## config.mk

```make
export PLATFORM = sky130hd
export DESIGN_NAME = kd_ctrl_top
export DESIGN_NICKNAME = d
export VERILOG_FILES = /design/src/source/kd_pkg.sv /design/src/source/kd_ctrl_top.sv /design/src/source/kd_result_sender.sv /design/src/source/kd_load_seq.sv /design/src/source/kd_mode_ctrl.sv
export SDC_FILE = /design/constraint.sdc
export NUM_CORES = 1
export LEC_CHECK = 0
export BUFFER_PORTS_ARGS = -buffer_cell sky130_fd_sc_hd__buf_4
export CORE_AREA = 2 2 87 89
export DETAILED_ROUTE_END_ITERATION = 10
export DIE_AREA = 0 0 89 91
export GPL_TIMING_DRIVEN = 1
export PLACE_DENSITY_LB_ADDON = 0.2
export SYNTH_ARGS = -nofsm -noshare
export SYNTH_HDL_FRONTEND = slang
export SYNTH_HIERARCHICAL = 1
export SYNTH_SLANG_ARGS = --single-unit
export TNS_END_PERCENT = 100
```

## constraint.sdc

```tcl
create_clock -name clk -period 4.35 [get_ports clk]
set_input_delay 0.435 -clock clk [delete_from_list [all_inputs] [get_ports clk]]
set_output_delay 0.435 -clock clk [all_outputs]
set_load 0.01 [all_outputs]
```

## src/source/kd_pkg.sv

```systemverilog
package kd_pkg;

    // tree and query grid sizes, fixed by the memories
    localparam int num_leaves  = 64;
    localparam int leaf_size   = 8;
    localparam int num_nodes   = num_leaves - 1;
    localparam int row_size    = 26;
    localparam int col_size    = 19;
    localparam int num_querys  = row_size * col_size;
    localparam int half_querys = num_querys / 2;

    localparam int leaf_addrw = $clog2(num_leaves);
    localparam int qp_addrw   = $clog2(num_querys);
    localparam int best_addrw = $clog2(half_querys);
    // must hold the longest section, the 512 leaf words
    localparam int cnt_w      = $clog2(num_leaves * leaf_size + 1);

    // fetch-width codes for the input aggregator
    localparam int fetch_w = 3;
    localparam logic [fetch_w-1:0] fetch_nodes  = 3'd1;
    localparam logic [fetch_w-1:0] fetch_leaves = 3'd5;
    localparam logic [fetch_w-1:0] fetch_querys = 3'd4;

    typedef enum logic [1:0] {
        mode_idle,
        mode_load,
        mode_send
    } mode_e;

    typedef enum logic [1:0] {
        ld_idle,
        ld_nodes,
        ld_leaves,
        ld_querys
    } load_state_e;

    typedef enum logic [2:0] {
        sd_idle,
        sd_idx0,
        sd_idx1,
        sd_dist0,
        sd_dist1
    } send_state_e;

    // output FIFO data mux select
    typedef enum logic [2:0] {
        sel_idx0    = 3'd0,
        sel_idx1    = 3'd1,
        sel_dist0   = 3'd2,
        sel_dist1   = 3'd3,
        sel_dist_hi = 3'd4
    } out_sel_e;

endpackage
```

## src/source/kd_ctrl_top.sv

```systemverilog
module kd_ctrl_top (
    input  logic                          clk,
    input  logic                          rst_n,
    input  logic                          load_kdtree,
    input  logic                          send_best_arr,
    output logic                          load_done,
    output logic                          send_done,
    input  logic                          agg_receiver_enq,
    output logic                          agg_receiver_full_n,
    output logic                          agg_change_fetch_width,
    output logic [kd_pkg::fetch_w-1:0]    agg_input_fetch_width,
    output logic                          int_node_sender_enable,
    output logic [kd_pkg::leaf_addrw-1:0] int_node_sender_addr,
    output logic [kd_pkg::leaf_size-1:0]  leaf_mem_csb0,
    output logic [kd_pkg::leaf_size-1:0]  leaf_mem_web0,
    output logic [kd_pkg::leaf_addrw-1:0] leaf_mem_addr0,
    output logic                          qp_mem_csb0,
    output logic                          qp_mem_web0,
    output logic [kd_pkg::qp_addrw-1:0]   qp_mem_addr0,
    output logic                          best_arr_csb1,
    output logic [kd_pkg::best_addrw-1:0] best_arr_addr1,
    output logic                          out_fifo_wenq,
    output kd_pkg::out_sel_e              out_fifo_wdata_sel,
    input  logic                          out_fifo_wfull_n
);

    logic load_start;
    logic send_start;

    kd_mode_ctrl mode_ctrl0 (
        .clk           (clk),
        .rst_n         (rst_n),
        .load_kdtree   (load_kdtree),
        .send_best_arr (send_best_arr),
        .load_done     (load_done),
        .send_done     (send_done),
        .load_start    (load_start),
        .send_start    (send_start)
    );

    kd_load_seq load_seq0 (
        .clk                    (clk),
        .rst_n                  (rst_n),
        .load_start             (load_start),
        .agg_receiver_enq       (agg_receiver_enq),
        .load_done              (load_done),
        .agg_receiver_full_n    (agg_receiver_full_n),
        .agg_change_fetch_width (agg_change_fetch_width),
        .agg_input_fetch_width  (agg_input_fetch_width),
        .int_node_sender_enable (int_node_sender_enable),
        .int_node_sender_addr   (int_node_sender_addr),
        .leaf_mem_csb0          (leaf_mem_csb0),
        .leaf_mem_web0          (leaf_mem_web0),
        .leaf_mem_addr0         (leaf_mem_addr0),
        .qp_mem_csb0            (qp_mem_csb0),
        .qp_mem_web0            (qp_mem_web0),
        .qp_mem_addr0           (qp_mem_addr0)
    );

    kd_result_sender result_sender0 (
        .clk                (clk),
        .rst_n              (rst_n),
        .send_start         (send_start),
        .out_fifo_wfull_n   (out_fifo_wfull_n),
        .send_done          (send_done),
        .best_arr_csb1      (best_arr_csb1),
        .best_arr_addr1     (best_arr_addr1),
        .out_fifo_wenq      (out_fifo_wenq),
        .out_fifo_wdata_sel (out_fifo_wdata_sel)
    );

endmodule

```

## src/source/kd_result_sender.sv

```systemverilog
module kd_result_sender (
    input  logic                          clk,
    input  logic                          rst_n,
    input  logic                          send_start,
    input  logic                          out_fifo_wfull_n,
    output logic                          send_done,
    output logic                          best_arr_csb1,
    output logic [kd_pkg::best_addrw-1:0] best_arr_addr1,
    output logic                          out_fifo_wenq,
    output kd_pkg::out_sel_e              out_fifo_wdata_sel
);

    kd_pkg::send_state_e state_q;
    kd_pkg::send_state_e state_d;
    kd_pkg::send_state_e pass_next;
    kd_pkg::out_sel_e    sel_rd;
    kd_pkg::out_sel_e    sel_d;

    logic [kd_pkg::cnt_w-1:0] cnt;
    logic [kd_pkg::cnt_w-1:0] cnt_last;
    logic                     cnt_done;
    logic                     dist_pass;
    logic                     rd_ok;
    logic                     send_hi;

    always_ff @(posedge clk or negedge rst_n) begin
        if (!rst_n) begin
            state_q <= kd_pkg::sd_idle;
        end else begin
            state_q <= state_d;
        end
    end

    // counts FIFO writes within a pass
    always_ff @(posedge clk or negedge rst_n) begin
        if (!rst_n) begin
            cnt <= '0;
        end else if (out_fifo_wenq && state_q != kd_pkg::sd_idle) begin
            if (cnt_done) begin
                cnt <= '0;
            end else begin
                cnt <= cnt + 1'b1;
            end
        end
    end

    assign cnt_done = (cnt == cnt_last);

    // wfull_n lags a write by one cycle, so wait out the cycle after each wenq
    assign rd_ok = !out_fifo_wenq && out_fifo_wfull_n;

    // per-pass settings
    always_comb begin
        pass_next = kd_pkg::sd_idle;
        sel_rd    = kd_pkg::sel_idx0;
        dist_pass = 1'b0;
        cnt_last  = kd_pkg::cnt_w'(kd_pkg::half_querys - 1);
        case (state_q)
            kd_pkg::sd_idx0: begin
                pass_next = kd_pkg::sd_idx1;
            end
            kd_pkg::sd_idx1: begin
                pass_next = kd_pkg::sd_dist0;
                sel_rd    = kd_pkg::sel_idx1;
            end
            kd_pkg::sd_dist0: begin
                pass_next = kd_pkg::sd_dist1;
                sel_rd    = kd_pkg::sel_dist0;
                dist_pass = 1'b1;
                cnt_last  = kd_pkg::cnt_w'(kd_pkg::num_querys - 1);
            end
            kd_pkg::sd_dist1: begin
                sel_rd    = kd_pkg::sel_dist1;
                dist_pass = 1'b1;
                cnt_last  = kd_pkg::cnt_w'(kd_pkg::num_querys - 1);
            end
            default: begin
                pass_next = kd_pkg::sd_idle;
            end
        endcase
    end

    always_comb begin
        state_d        = state_q;
        send_done      = 1'b0;
        best_arr_csb1  = 1'b1;
        best_arr_addr1 = '0;
        send_hi        = 1'b0;
        sel_d          = sel_rd;

        if (state_q == kd_pkg::sd_idle) begin
            if (send_start) begin
                state_d = kd_pkg::sd_idx0;
            end
        end else begin
            if (rd_ok) begin
                // a distance is 22 bits wide, odd counts carry its upper half
                if (dist_pass && cnt[0]) begin
                    send_hi = 1'b1;
                    sel_d   = kd_pkg::sel_dist_hi;
                end else begin
                    best_arr_csb1 = 1'b0;
                    if (dist_pass) begin
                        best_arr_addr1 = cnt[kd_pkg::best_addrw:1];
                    end else begin
                        best_arr_addr1 = cnt[kd_pkg::best_addrw-1:0];
                    end
                end
            end
            if (out_fifo_wenq && cnt_done) begin
                state_d   = pass_next;
                send_done = (state_q == kd_pkg::sd_dist1);
            end
        end
    end

    // best array read data arrives one cycle later together with the write
    always_ff @(posedge clk or negedge rst_n) begin
        if (!rst_n) begin
            out_fifo_wenq      <= 1'b0;
            out_fifo_wdata_sel <= kd_pkg::sel_idx0;
        end else begin
            out_fifo_wenq      <= !best_arr_csb1 || send_hi;
            out_fifo_wdata_sel <= sel_d;
        end
    end

    a_no_read_during_write: assert property (
        @(posedge clk) disable iff (!rst_n)
        out_fifo_wenq |-> best_arr_csb1
    );

endmodule

```

## src/source/kd_load_seq.sv

```systemverilog
module kd_load_seq (
    input  logic                          clk,
    input  logic                          rst_n,
    input  logic                          load_start,
    input  logic                          agg_receiver_enq,
    output logic                          load_done,
    output logic                          agg_receiver_full_n,
    output logic                          agg_change_fetch_width,
    output logic [kd_pkg::fetch_w-1:0]    agg_input_fetch_width,
    output logic                          int_node_sender_enable,
    output logic [kd_pkg::leaf_addrw-1:0] int_node_sender_addr,
    output logic [kd_pkg::leaf_size-1:0]  leaf_mem_csb0,
    output logic [kd_pkg::leaf_size-1:0]  leaf_mem_web0,
    output logic [kd_pkg::leaf_addrw-1:0] leaf_mem_addr0,
    output logic                          qp_mem_csb0,
    output logic                          qp_mem_web0,
    output logic [kd_pkg::qp_addrw-1:0]   qp_mem_addr0
);

    kd_pkg::load_state_e state_q;
    kd_pkg::load_state_e state_d;

    logic [kd_pkg::cnt_w-1:0]     cnt;
    logic [kd_pkg::cnt_w-1:0]     cnt_last;
    logic                         cnt_en;
    logic                         cnt_done;
    logic [kd_pkg::leaf_size-1:0] bank_sel;

    always_ff @(posedge clk or negedge rst_n) begin
        if (!rst_n) begin
            state_q <= kd_pkg::ld_idle;
        end else begin
            state_q <= state_d;
        end
    end

    // one counter shared by all three sections, wraps at the section end
    always_ff @(posedge clk or negedge rst_n) begin
        if (!rst_n) begin
            cnt <= '0;
        end else if (cnt_en) begin
            if (cnt_done) begin
                cnt <= '0;
            end else begin
                cnt <= cnt + 1'b1;
            end
        end
    end

    assign cnt_done = (cnt == cnt_last);

    // low counter bits pick one active-low leaf bank
    always_comb begin
        bank_sel = '1;
        bank_sel[cnt[$clog2(kd_pkg::leaf_size)-1:0]] = 1'b0;
    end

    always_comb begin
        state_d                = state_q;
        cnt_en                 = 1'b0;
        cnt_last               = '0;
        load_done              = 1'b0;
        agg_receiver_full_n    = 1'b0;
        agg_change_fetch_width = 1'b0;
        agg_input_fetch_width  = '0;
        int_node_sender_enable = 1'b0;
        int_node_sender_addr   = '0;
        leaf_mem_csb0          = '1;
        leaf_mem_web0          = '1;
        leaf_mem_addr0         = '0;
        qp_mem_csb0            = 1'b1;
        qp_mem_web0            = 1'b1;
        qp_mem_addr0           = '0;

        case (state_q)
            kd_pkg::ld_idle: begin
                if (load_start) begin
                    state_d                = kd_pkg::ld_nodes;
                    agg_change_fetch_width = 1'b1;
                    agg_input_fetch_width  = kd_pkg::fetch_nodes;
                end
            end

            kd_pkg::ld_nodes: begin
                cnt_last             = kd_pkg::cnt_w'(kd_pkg::num_nodes - 1);
                agg_receiver_full_n  = 1'b1;
                int_node_sender_addr = cnt[kd_pkg::leaf_addrw-1:0];
                if (agg_receiver_enq) begin
                    int_node_sender_enable = 1'b1;
                    cnt_en                 = 1'b1;
                    if (cnt_done) begin
                        state_d                = kd_pkg::ld_leaves;
                        agg_change_fetch_width = 1'b1;
                        agg_input_fetch_width  = kd_pkg::fetch_leaves;
                    end
                end
            end

            kd_pkg::ld_leaves: begin
                cnt_last            = kd_pkg::cnt_w'(kd_pkg::num_leaves * kd_pkg::leaf_size - 1);
                agg_receiver_full_n = 1'b1;
                if (agg_receiver_enq) begin
                    cnt_en         = 1'b1;
                    leaf_mem_csb0  = bank_sel;
                    leaf_mem_web0  = bank_sel;
                    leaf_mem_addr0 = cnt[$clog2(kd_pkg::leaf_size) +: kd_pkg::leaf_addrw];
                    if (cnt_done) begin
                        state_d                = kd_pkg::ld_querys;
                        agg_change_fetch_width = 1'b1;
                        agg_input_fetch_width  = kd_pkg::fetch_querys;
                    end
                end
            end

            kd_pkg::ld_querys: begin
                cnt_last            = kd_pkg::cnt_w'(kd_pkg::num_querys - 1);
                agg_receiver_full_n = 1'b1;
                if (agg_receiver_enq) begin
                    cnt_en       = 1'b1;
                    qp_mem_csb0  = 1'b0;
                    qp_mem_web0  = 1'b0;
                    qp_mem_addr0 = cnt[kd_pkg::qp_addrw-1:0];
                    if (cnt_done) begin
                        state_d   = kd_pkg::ld_idle;
                        load_done = 1'b1;
                    end
                end
            end

            default: begin
                state_d = kd_pkg::ld_idle;
            end
        endcase
    end

    // nothing may be written unless the aggregator was offered a slot
    a_no_write_when_full: assert property (
        @(posedge clk) disable iff (!rst_n)
        !agg_receiver_full_n |->
            (&leaf_mem_csb0) && (&leaf_mem_web0) && qp_mem_csb0 && qp_mem_web0
            && !int_node_sender_enable
    );

endmodule

```

## src/source/kd_mode_ctrl.sv

```systemverilog
module kd_mode_ctrl (
    input  logic clk,
    input  logic rst_n,
    input  logic load_kdtree,
    input  logic send_best_arr,
    input  logic load_done,
    input  logic send_done,
    output logic load_start,
    output logic send_start
);

    kd_pkg::mode_e mode_q;
    kd_pkg::mode_e mode_d;

    always_ff @(posedge clk or negedge rst_n) begin
        if (!rst_n) begin
            mode_q <= kd_pkg::mode_idle;
        end else begin
            mode_q <= mode_d;
        end
    end

    // commands are only taken in idle, anything arriving while busy is dropped
    always_comb begin
        mode_d     = mode_q;
        load_start = 1'b0;
        send_start = 1'b0;

        case (mode_q)
            kd_pkg::mode_idle: begin
                // send wins when both commands land together
                if (send_best_arr) begin
                    mode_d     = kd_pkg::mode_send;
                    send_start = 1'b1;
                end else if (load_kdtree) begin
                    mode_d     = kd_pkg::mode_load;
                    load_start = 1'b1;
                end
            end

            kd_pkg::mode_load: begin
                if (load_done) begin
                    mode_d = kd_pkg::mode_idle;
                end
            end

            kd_pkg::mode_send: begin
                if (send_done) begin
                    mode_d = kd_pkg::mode_idle;
                end
            end

            default: begin
                mode_d = kd_pkg::mode_idle;
            end
        endcase
    end

    // done pulses from the sequencers must match the running mode
    a_load_done_in_load: assert property (
        @(posedge clk) disable iff (!rst_n)
        load_done |-> mode_q == kd_pkg::mode_load
    );

    a_send_done_in_send: assert property (
        @(posedge clk) disable iff (!rst_n)
        send_done |-> mode_q == kd_pkg::mode_send
    );

endmodule

```

**Yosys cells after proc, flatten, opt, wreduce, memory -nomap -nowiden**

Cells that the tools add are included.

- Output and inout port bits: 60
- Input bits: 6
- Register bits after elaboration: 31

- Reductions and logical operators: 19
- Magnitude comparators: 2
- $add $sub $neg: 2
- Mux-type cells: 68
- Eq/ne operators: 22
- Bitwise operators: 1

Operator list:

| operator | number |
|---|---|
| two-way mux 8 bit | 6 |
| two-way mux 3 bit | 10 |
| two-way mux 9 bit | 3 |
| case mux 9 bit (3 select lines) | 1 |
| two-way mux 1 bit | 25 |
| two-way mux 2 bit | 11 |
| adder 10 x 1 -> 10 bit (second input constant) | 2 |
| == test 10 x 9 -> 1 bit | 2 |
| two-way mux 10 bit | 2 |
| two-way mux 6 bit | 3 |
| case mux 3 bit (3 select lines) | 2 |
| inequality test 2 bit (second input constant) | 6 |
| case mux 2 bit (3 select lines) | 2 |
| inequality test 2 x 1 -> 1 bit (second input constant) | 4 |
| NOT 8 bit | 1 |
| case mux 2 bit (4 select lines) | 1 |
| AND reduction 7 bit | 1 |
| == test 2 bit (second input constant) | 3 |
| == test 3 x 2 -> 1 bit (second input constant) | 2 |
| logical AND 1 bit | 5 |
| == test 2 x 1 -> 1 bit (second input constant) | 2 |
| zero test 2 bit | 2 |
| < comparator 3 x 4 -> 1 bit (second input constant) | 1 |
| OR reduction 2 bit | 2 |
| other kinds (14) | 15 |

**Logic depth before layout (Yosys ltp)**

Gate-level depths: netlist of run 1.

- Word-level depth: 9
- Depth in mapped cells: 11
- Mapped depth without buffers: 9

**Hierarchy**

The synthesis of run 1 kept the hierarchy.

By module, submodules not included:

| module | cells an instance | instances | area each (sq um) | sequential area each (sq um) |
|---|---|---|---|---|
| kd_load_seq | 150 | 1 | 1171.1 | 300.3 |
| kd_result_sender | 126 | 1 | 1146.1 | 425.4 |
| kd_mode_ctrl | 8 | 1 | 97.6 | 50.0 |

**Worst setup path before layout of run 1**

OpenSTA, ideal clock, no wires.

- Kind: reg2out
- Start: register result_sender0.state_q[1]
- End: output port send_done
- Arrival: 2177 ps
- Stages on the path, launching flop included: 11
- Setup slack: 1738 ps
- Buffers on the path: 2
- Data required time: 3915 ps
- Cell sequence: dfrtp_1 > buf_4 > or3b_4 > nor2b_4 > buf_6 > inv_1 > ha_1 > nor3_1 > o21a_4 > nand4_1 > nor2_1

- Longest elaborated chain between the ends: 7
- Elaborated cells between the ends (all ways): 9
- Those cells by class: 3 x eq/ne; 3 x mux; 3 x reduce/logical

Ends and longest elaborated chain:

| what | RTL line | source |
|---|---|---|
| start: declaration | kd_result_sender.sv:13 | `kd_pkg::send_state_e state_q;` |
| start signal: assignment | kd_result_sender.sv:28 | `state_q <= kd_pkg::sd_idle;` |
| start signal: assignment | kd_result_sender.sv:30 | `state_q <= state_d;` |
| == test 3 x 2 -> 1 bit or == test 3 bit (tied branches) | kd_result_sender.sv:58, kd_result_sender.sv:112 |  |
| OR reduction 2 bit (no line) | - |  |
| two-way mux 9 bit | kd_result_sender.sv:58 | `case (state_q)` |
| == test 10 x 9 -> 1 bit | kd_result_sender.sv:47 | `assign cnt_done = (cnt == cnt_last);` |
| logical AND 1 bit | kd_result_sender.sv:110 | `if (out_fifo_wenq && cnt_done) begin` |
| two-way mux 1 bit | kd_result_sender.sv:110 |  |
| two-way mux 1 bit (*) | kd_result_sender.sv:91 | `if (state_q == kd_pkg::sd_idle) begin` |
| end: declaration | kd_ctrl_top.sv:7 | `output logic send_done,` |

Every way passes the cells marked *; elsewhere a longest branch is shown, timed or not.

**Worst setup path after layout of run 1**

- Start: register result_sender0.state_q[2]
- End: output port send_done

Same word-level chain as after synthesis.

==> impl_metrics.yaml, run 1 <==
run:
  cap_violations: 0
yosys:
  yosys_warnings: 6
  synth_edf_count: 0
  yosysSeqAreaShare: 0.321
  syn_area_sq_mm: 0.00241
  ys_ff_latch: 31
  synth_area_leader_cell: "dfrtp_1"
  synthArstFlopShare: 1.00
  syn_nets: 298
  synth-main-ff-cell: "dfrtp_1"
  synthTopCellsByArea: "dfrtp_1 (32%), and3_1 (4.9%), nor2_1 (4.2%)"
  synth_top_area_share: 0.321
  syn_avg_cell_area_sq_um: 8.50
  yosys.cell_types.count: 56
  syn_inst: 284
clock_network:
  cts_max_level: 2
  cts_resized: 0
  numCtsBuffers: 5
  clk_path_buf_depth: 2
  hold_buffers: 0
  post_cts_buffers: 0
  worst_skew_pair.late_latency_ps: 280
  clk_pin_slew_ps: 70
  cts_tree: "done"
  cts_root_buf: "clkbuf_8"
  clock-sinks: 31
sta:
  fmax_mhz: 317
  relSlewSlack: 0.577
  hold_violations: 0
  timing.setup.tns_ps: 0
  fin_skew_ps: 9.83
  setup_viol: 0
  post-route-min-period_ps: 3160
  worstMarginPinSlew_ps: 617
  slew_violations: 0
  rsz0062_at_grt: "no"
  finalCritPeriodShare: 0.726
global_routing:
  grt_max_degree: 32
  grt_pass1_wl_um: 9800
  grt.total_usage: 0.151
  grt_pass1_vias: 1954
  antenna_found_initial: 0
  grt_overflow: 0
die:
  die_y_um: 91
  fp-row-count: 31
  initial_utilization: 0.338
  core_area_sq_mm: 0.00714
  pin_count: 66
  die_x_um: 89
  die_area_sq_mm: 0.00810
power:
  power_density_mw_per_mm2: 446
  peakVddDrop_v: 0.000214
  leakagePower_uw: 0.00141
worst_setup_path:
  worst-path-max-fanout: 10
  critPathLaunchType: "register"
  crit_chain: "or3b_4 -> nor2b_4 -> inv_1 -> ha_1 -> nor3_1 -> o21a_4 -> nand4_1 -> nor2_1 -> buf_4"
  crit_type: "register to output port"
  critPathBufInv: 2
  cp_top_family: "simple AND/OR/NAND/NOR gates"
  cpPeakStageDelay_ps: 470
  critPathCaptureType: "output port"
  worst_ep_arrival_time_ps: 2720
  critPathRequiredTime_ps: 3910
  slowest_stage: "dfrtp_1"
final_layout:
  n_antenna_cell: 0
  layout_commonest_cell: "buf_4"
  drive_gt1_frac: 0.251
  multi_input_area_sq_mm: 0.00143
  area_delta_synth_final_pct: 21.2
  layout_common_cells: "buf_4 (64), dfrtp_1 (31), nor2_1 (27), nand2_1 (22), and3_1 (19)"
  nets: 340
  final.fill_count: 763
  seq_area_sq_um: 776
  fin_area_sq_mm: 0.00293
route:
  wl_um: 6050
  viasPerCell: 5.17
  drcViolationCount: 0
  vias: 2204
  ant_nets: 0
  first_pass_iters: 4
  wl_per_cell_um: 14.2
  drt_iter0_markers: 130
placed_design:
  placed_area_sq_mm: 0.00285
  io_buffers: 64
  gp_congestion: 0.812
  place_hpwl_um: 4370
run_status:
  outcome: "finished, final reports clean"
worst_hold_path:
  hold_class: "input pin to async pin"
worst reg2reg max path, cell delays in order (launching register included):
cell     delay (ps)
dfrtp_1         470
or3b_4          300
nor2b_4         330
inv_1            80
ha_1            270
nor3_1          230
o21a_4          200
nand3_4         160
o31ai_1         270
o41ai_1         120
stage by stage:
stage	worst slack, ps	utilization	hold WS [ps]	total power [uW]	instances
after floorplan	1740	-	139	891	284
after global routing	1010	0.410	112	1420	426
after detailed placement	1510	0.399	404	1100	418
after CTS	1180	0.410	98.8	1320	426
final	1190	0.410	76.8	1310	426
after global placement	1570	0.399	405	1090	418
cells in the mapped netlist (5+ instances only):
cell      number
dfrtp_1       31
nor2_1        27
nand2_1       22
and3_1        19
clkbuf_1      14
and2_1        12
o21ai_0       12
buf_4         11
nand3_1       11
inv_1          9
ha_1           8
mux2i_1        8
nor3_1         8
a31oi_1        7
nand2b_1       7
nand4_1        7
a21oi_1        5
nor3b_1        5
xnor2_1        5
xor2_1         5
where the power goes:
part,internal (uW),switching [uW]
clock network,112,107
registers,345,132
logic,267,343
kinds of logic after synthesis:
| logic type | count (synthesis) | share of synthesized area |
|---|---|---|
| other | 1 | 0.00155 |
| buffers and inverters | 38 | 0.0860 |
| multiplexers | 9 | 0.0378 |
| flip-flops | 31 | 0.321 |
| XOR/XNOR | 10 | 0.0363 |
| AO/OA/AOI/OAI | 41 | 0.120 |
| AND/OR/NAND/NOR | 146 | 0.355 |
| adder cells (fa/ha/maj) | 8 | 0.0415 |
layer usage:
layer / GRT usage / share of wire / up-vias
met5: 0 / 0 / -
met4: 0.0336 / 0.0094 / 0
met3: 0.0318 / 0.032 / 6
met2: 0.258 / 0.50 / 36
met1: 0.195 / 0.45 / 1085
li1: - / - / 1077
state kept, by name, summed over array words and instances (netlist names):
signal	flops
result_sender0/state_q	3
mode_ctrl0/mode_q	2
result_sender0/out_fifo_wenq	1
load_seq0/cnt	10
result_sender0/out_fifo_wdata_sel	3
result_sender0/cnt	10
load_seq0/state_q	2
final timing paths:
path                                      startpoint                              endpoint  slack, ps  cells past startpoint
max in group asynchronous                      rst_n             result_sender0/state_q[0]       3970                      1
min in group clk                    out_fifo_wfull_n  result_sender0/out_fifo_wdata_sel[1]        350                      2
hold reg to reg                result_sender0/cnt[9]                 result_sender0/cnt[9]        500                      1
hold / removal                                 rst_n                      load_seq0/cnt[0]         80                      1
setup reg to reg           result_sender0/state_q[2]             result_sender0/state_q[1]       1790                      9
setup / recovery           result_sender0/state_q[2]                             send_done       1190                      9
layout make-up:
type / instances / area share
Inverter: 9 / 0.0115
Timing Repair Buffer: 64 / 0.164
Sequential cell: 31 / 0.265
Clock buffer: 7 / 0.0261
Clock inverter: 1 / 0.00171
Tap cell: 99 / 0.0423
Multi-Input combinational cell: 215 / 0.489
No activity file was read; power rests on OpenSTA's default activity.
==> run 2, diff against run 1 <==
--- a/config.mk
+++ b/config.mk
@@ -5,10 +5,11 @@
 export SDC_FILE = /design/constraint.sdc
 export NUM_CORES = 1
 export LEC_CHECK = 0
+export ABC_AREA = 1
 export BUFFER_PORTS_ARGS = -buffer_cell sky130_fd_sc_hd__buf_4
-export CORE_AREA = 2 2 87 89
+export CORE_AREA = 2 2 86 88
 export DETAILED_ROUTE_END_ITERATION = 10
-export DIE_AREA = 0 0 89 91
+export DIE_AREA = 0 0 88 90
 export GPL_TIMING_DRIVEN = 1
 export PLACE_DENSITY_LB_ADDON = 0.2
 export SYNTH_ARGS = -nofsm -noshare
==> constraint.sdc (replaced) <==
create_clock -name clk -period 2.6 [get_ports clk]
set_input_delay 0.26 -clock clk [delete_from_list [all_inputs] [get_ports clk]]
set_output_delay 0.26 -clock clk [all_outputs]
set_load 0.01 [all_outputs]
==> run 2 against run 1 <==
Non-clock buffer count rose by 11. Cell count rose by 23%. Sequential cell count did not move. Largest power group is now sequential cells. Setup slack got worse by 1100 ps. Combinational power fell by 55%. Hold slack improved by 130 ps. Via count rose by 7.3%. Register-to-register slack got worse by 1300 ps. Core utilization rose by 3.0 points. Global-route usage fell by 0.33 points. Routed wire length fell by 0.33%. Clock-buffer cell count rose by 1.
==> impl_metrics.yaml, run 2 <==
final_layout:
  reg_top3: "load_seq0/cnt x10, result_sender0/cnt x10"
  final.fill_count: 770
  layout_commonest_cell: "nand2_1"
  final_cells: 525
  drive_gt1_frac: 0.263
  layout_common_cells: "nand2_1 (95), buf_4 (73), inv_1 (60), nor2_1 (51), nand3_1 (31)"
  area_delta_synth_final_pct: 31.2
  fin_util: 0.440
  n_antenna_cell: 0
  nets: 439
die:
  die_x_um: 88
  core_area_sq_mm: 0.00702
  initial_utilization: 0.335
  pin_count: 66
  die_y_um: 90
  die_area_sq_mm: 0.00792
  fp-row-count: 31
placed_design:
  place_ws_ps: 46.1
  gp_congestion: 0.868
  dp.cells: 506
  io_buffers: 64
  place_hpwl_um: 4680
route:
  ant_nets: 0
  viasPerCell: 4.50
  drt_iter0_markers: 95
  drcViolationCount: 0
  first_pass_iters: 4
  wl_um: 6030
  vias: 2365
  wl_per_cell_um: 11.5
sta:
  finalCritPeriodShare: 0.956
  fmax_mhz: 402
  slew_violations: 0
  hold_violations: 0
  fin_skew_ps: 6.03
  post-route-min-period_ps: 2490
  rsz0062_at_grt: "yes"
  setup_viol: 0
  fin_ws_ps: 115
worst_setup_path:
  worst-path-max-fanout: 6
  cpPeakStageDelay_ps: 460
  crit_type: "register to output port"
  slowest_stage: "dfrtp_2"
  critPathRequiredTime_ps: 2340
  crit_chain: "nor2_4 -> nand2_4 -> nand2_4 -> ha_1 -> nor2_1 -> nand3_1 -> nor2_1 -> nand2_1 -> nor2_4 -> nand3_4 -> nor3_4 -> buf_6"
  critPathCaptureType: "output port"
  worst_ep_arrival_time_ps: 2230
  critPathLaunchType: "register"
yosys:
  synth-main-ff-cell: "dfrtp_1"
  ys_ff_latch: 31
  yosysSeqAreaShare: 0.329
  yosys.cell_types.count: 32
  netlist_top_cells_count: "nand2_1 (95), inv_1 (60), nor2_1 (51)"
  syn_nets: 370
  synth_edf_count: 0
  syn_area_sq_mm: 0.00235
  syn_avg_cell_area_sq_um: 6.61
  yosys_warnings: 6
  syn_inst: 356
  synth_area_leader_cell: "dfrtp_1"
  synth_top_area_share: 0.329
  synthTopCellsByArea: "dfrtp_1 (33%), nand2_1 (15%), inv_1 (9.6%)"
  synthArstFlopShare: 1.00
  yosysMostFrequentCell: "nand2_1"
power:
  internal-power_uw: 864
  p_seq_frac: 0.459
  combPwrFrac: 0.216
  p_sw_uw: 415
  swShare: 0.324
  leakagePower_uw: 0.00166
  peakVddDrop_v: 0.000234
  power_density_mw_per_mm2: 414
  clock_power_share: 0.324
clock_network:
  worst_skew_pair.late_latency_ps: 280
  cts_tree: "done"
  clock-sinks: 31
  cts_max_level: 2
  cts_root_buf: "clkbuf_8"
  clk_path_buf_depth: 2
  clk_pin_slew_ps: 60
  numCtsBuffers: 5
worst_hold_path:
  hold_class: "input pin to register"
global_routing:
  grt.total_usage: 0.148
  grt_overflow: 0
  grt_pass1_wl_um: 9480
  antenna_found_initial: 0
  grt_pass1_vias: 2127
  grt_max_degree: 32
run:
  cap_violations: 0
run_status:
  outcome: "finished, final reports clean"
[run 2: critical path, delay by kind of cell, from the launching register on]
family | cells | cell delay (ps)
and+or+nand+nor | 10 | 1140
DFF | 1 | 460
adders and majority gates | 1 | 220
buffers and inverters | 1 | 130
[run 2: cell families (layout without fill, tap and decap cells)]
kind of cell               Yosys count  in the layout  synth area share
AOI/OAI and AO/OA                   24             24            0.0558
and+or+nand+nor                    212            212             0.416
xor gates and xnor gates             4              4            0.0149
DFF                                 31             31             0.329
adders and majority gates            8              8            0.0425
buffers and inverters               76            146             0.140
other                                1              1           0.00159
[run 2: cell type report]
| class | instances | area [sq um] | share of cell area |
|---|---|---|---|
| clock buffer | 8 | 100 | 0.0324 |
| inverter | 63 | 236 | 0.0765 |
| multi-input combinational | 249 | 1280 | 0.414 |
| sequential | 31 | 779 | 0.252 |
| tap | 99 | 124 | 0.0401 |
| timing repair buffer | 75 | 569 | 0.184 |
[run 2: repair_timing]
item | CTS | global route
endpoints found under the hold margin | 31 | 0
hold buffers | 1 | 0
buffers inserted | 2 | 8
pin swaps | 3 | 5
endpoints found under the setup margin | 1 | 5
cloned | 0 | 0
gates resized for setup | 7 | 3
[run 2: per-stage QoR]
stage / TNS, ps / hold slack [ps] / power [uW] / area (sq um)
2_1_floorplan: 0 / -35.6 / 765 / 2350
3_3_place_gp: 0 / 219 / 869 / 2870
3_5_place_dp: 0 / 224 / 867 / 2870
4_1_cts: 0 / 196 / 1300 / 3020
5_1_grt: -80.5 / 202 / 1360 / 3090
6_report: 0 / 203 / 1280 / 3090
[run 2: path summary, 6_finish.rpt]
check	startpoint	endpoint	slack [ps]	depth (start not counted)
worst min-delay path	out_fifo_wfull_n	result_sender0/out_fifo_wdata_sel[1]	200	2
worst max register to register	result_sender0/state_q[0]	result_sender0/cnt[4]	480	13
min in group asynchronous	rst_n	load_seq0/cnt[0]	460	2
worst max-delay path	result_sender0/state_q[0]	send_done	110	12
max in group asynchronous	rst_n	result_sender0/state_q[0]	1820	2
worst min register to register	load_seq0/state_q[0]	load_seq0/state_q[0]	540	2
[run 2: metal layers]
layer / global-route usage / share of wire / up-vias
met5: 0 / 0 / -
met4: 0.0462 / 0.014 / 0
met3: 0.0257 / 0.054 / 9
met2: 0.244 / 0.47 / 66
met1: 0.195 / 0.46 / 1063
li1: - / - / 1227
[run 2: power by group through the flow]
stage                     logic (uW)  registers (uW)  clock network (uW)
after global placement           273             596                   0
final                            277             588                 415
after global routing             312             594                 450
after CTS                        277             586                 434
after detailed placement         273             594                   0
after floorplan                  185             581                   0
==> run 3, diff against run 2 <==
--- a/config.mk
+++ b/config.mk
@@ -7,10 +7,12 @@
 export LEC_CHECK = 0
 export ABC_AREA = 1
 export BUFFER_PORTS_ARGS = -buffer_cell sky130_fd_sc_hd__buf_4
-export CORE_AREA = 2 2 86 88
+export CORE_AREA = 10 10 94 96
 export DETAILED_ROUTE_END_ITERATION = 10
-export DIE_AREA = 0 0 88 90
+export DIE_AREA = 0 0 104 106
 export GPL_TIMING_DRIVEN = 1
+export HOLD_SLACK_MARGIN = 0.1
+export MAX_ROUTING_LAYER = met4
 export PLACE_DENSITY_LB_ADDON = 0.2
 export SYNTH_ARGS = -nofsm -noshare
 export SYNTH_HDL_FRONTEND = slang
==> run 3 against run 2 <==
Sequential share of layout area is 0.52 points higher. Die area grew 39%. Register-to-register slack better by 60 ps.
==> impl_metrics.yaml, run 3 (synthesis gave the netlist of run 2 again) <==
run_status:
  outcome: "finished, final reports clean"
worst_setup_path:
  worst_ep_arrival_time_ps: 2210
  worst-path-max-fanout: 6
  critPathRequiredTime_ps: 2340
  critPathCaptureType: "output port"
  critPathLaunchType: "register"
  crit_type: "register to output port"
power:
  power_density_mw_per_mm2: 413
  leakagePower_uw: 0.00162
  peakVddDrop_v: 0.000191
global_routing:
  grt_pass1_wl_um: 11000
  met1_usage: 0.154
  grt_overflow: 0
  grt.met3_usage: 0.0320
  grt_max_degree: 32
  antenna_found_initial: 0
  grt_pass1_vias: 2209
  grt.total_usage: 0.122
  grt_busiest_layer: "met2"
  grt_use_met2: 0.187
sta:
  holdWs_ps: 203
  slew_violations: 0
  hold_violations: 0
  post-route-min-period_ps: 2470
  setup_viol: 0
  fin_skew_ps: 9.48
  finalCritPeriodShare: 0.951
  fmax_mhz: 404
  rsz0062_at_grt: "yes"
clock_network:
  clk_path_buf_depth: 2
  clock-sinks: 31
  cts_max_level: 2
  cts_tree: "done"
  worst_skew_pair.late_latency_ps: 290
  clk_pin_slew_ps: 60
  cts_root_buf: "clkbuf_8"
  numCtsBuffers: 5
route:
  first_pass_iters: 4
  drcViolationCount: 0
  vias: 2361
  wl_um: 6660
  drt_iter0_markers: 137
  viasPerCell: 4.57
  wl_per_cell_um: 12.9
  ant_nets: 0
final_layout:
  final_cells: 517
  n_antenna_cell: 0
  final.fill_count: 790
  drive_gt1_frac: 0.254
  layout_commonest_cell: "nand2_1"
  layout_common_cells: "nand2_1 (95), buf_4 (66), inv_1 (60), nor2_1 (50), nand3_1 (31)"
  reg_top3: "load_seq0/cnt x10, result_sender0/cnt x10"
  nets: 432
  area_delta_synth_final_pct: 28.5
placed_design:
  gp_congestion: 0.861
  dp.cells: 506
  io_buffers: 64
  place_hpwl_um: 5260
die:
  die_y_um: 106
  fp-row-count: 31
  pin_count: 66
  die_area_sq_mm: 0.0110
  die_x_um: 104
  core_area_sq_mm: 0.00706
  initial_utilization: 0.334
worst_hold_path:
  hold_class: "input pin to register"
run:
  cap_violations: 0
run 3: changes by cell type in the layout (fill, tap and decap cells not counted):
cell,change
nor2_1,-1
clkinv_2,+1
clkbuf_8,-1
nor2_2,+1
clkbuf_1,-1
buf_4,-7
run 3: cell type report:
| class | count | area (sq um) | share of cell area |
|---|---|---|---|
| multi-input cells | 249 | 1280 | 0.424 |
| flip-flops and latches | 31 | 779 | 0.258 |
| repair buffers | 68 | 517 | 0.171 |
| inverters | 63 | 236 | 0.0781 |
| well taps | 99 | 124 | 0.0409 |
| clock buffers | 6 | 82.6 | 0.0273 |
| clock inverters | 1 | 5.00 | 0.00165 |
run 3: worst paths after layout:
| kind | endpoint | startpoint | depth (start not counted) | slack, ps |
|---|---|---|---|---|
| min in group asynchronous | load_seq0/cnt[1] | rst_n | 2 | 450 |
| hold reg to reg | load_seq0/state_q[0] | load_seq0/state_q[0] | 2 | 540 |
| max in group asynchronous | result_sender0/state_q[0] | rst_n | 2 | 1820 |
| setup / recovery | send_done | result_sender0/state_q[1] | 12 | 130 |
| hold / removal | result_sender0/out_fifo_wdata_sel[1] | out_fifo_wfull_n | 2 | 200 |
| setup reg to reg | mode_ctrl0/mode_q[1] | result_sender0/state_q[1] | 14 | 540 |
run 3: worst max-delay path, stage by stage (launching register included):
cell     delay [ps]
dfrtp_2         460
nor2_4          180
nand2_4         100
nand2_4          80
ha_1            220
nor2_1           80
nand3_1          70
nor2_1          100
nand2_1          90
nor2_4          150
nand3_4         110
nor3_4          160
buf_6           130
run 3: metrics by stage:
step	util	setup TNS (ps)	setup WS [ps]	cell area, sq um	total power (uW)
floorplan	-	0	366	2350	765
global placement	0.406	0	222	2870	872
detailed placement	0.406	0	128	2870	867
CTS	0.424	0	7.79	3000	1260
global route	0.429	-28.5	-28.5	3030	1340
finish	0.429	0	127	3030	1250
run 3: where the power goes:
part	leakage (uW)	switching (uW)	internal, uW
Sequential	0.000365	57.4	530
Combinational	0.00121	184	93.2
Clock	0.0000470	177	207
Total	0.00162	419	830
run 3: timing repair:
action,CTS,global route
cloned,0,0
hold buffers,1,0
hold endpoints to repair,31,0
setup endpoints to repair,1,4
resized for setup,6,5
pin swaps,2,4
buffers inserted,2,1
run 3: metal layers:
metal / part of all wire / vias up
li1: - / 1209
met1: 0.47 / 1061
met2: 0.45 / 76
met3: 0.057 / 15
met4: 0.014 / 0
met5: 0 / -
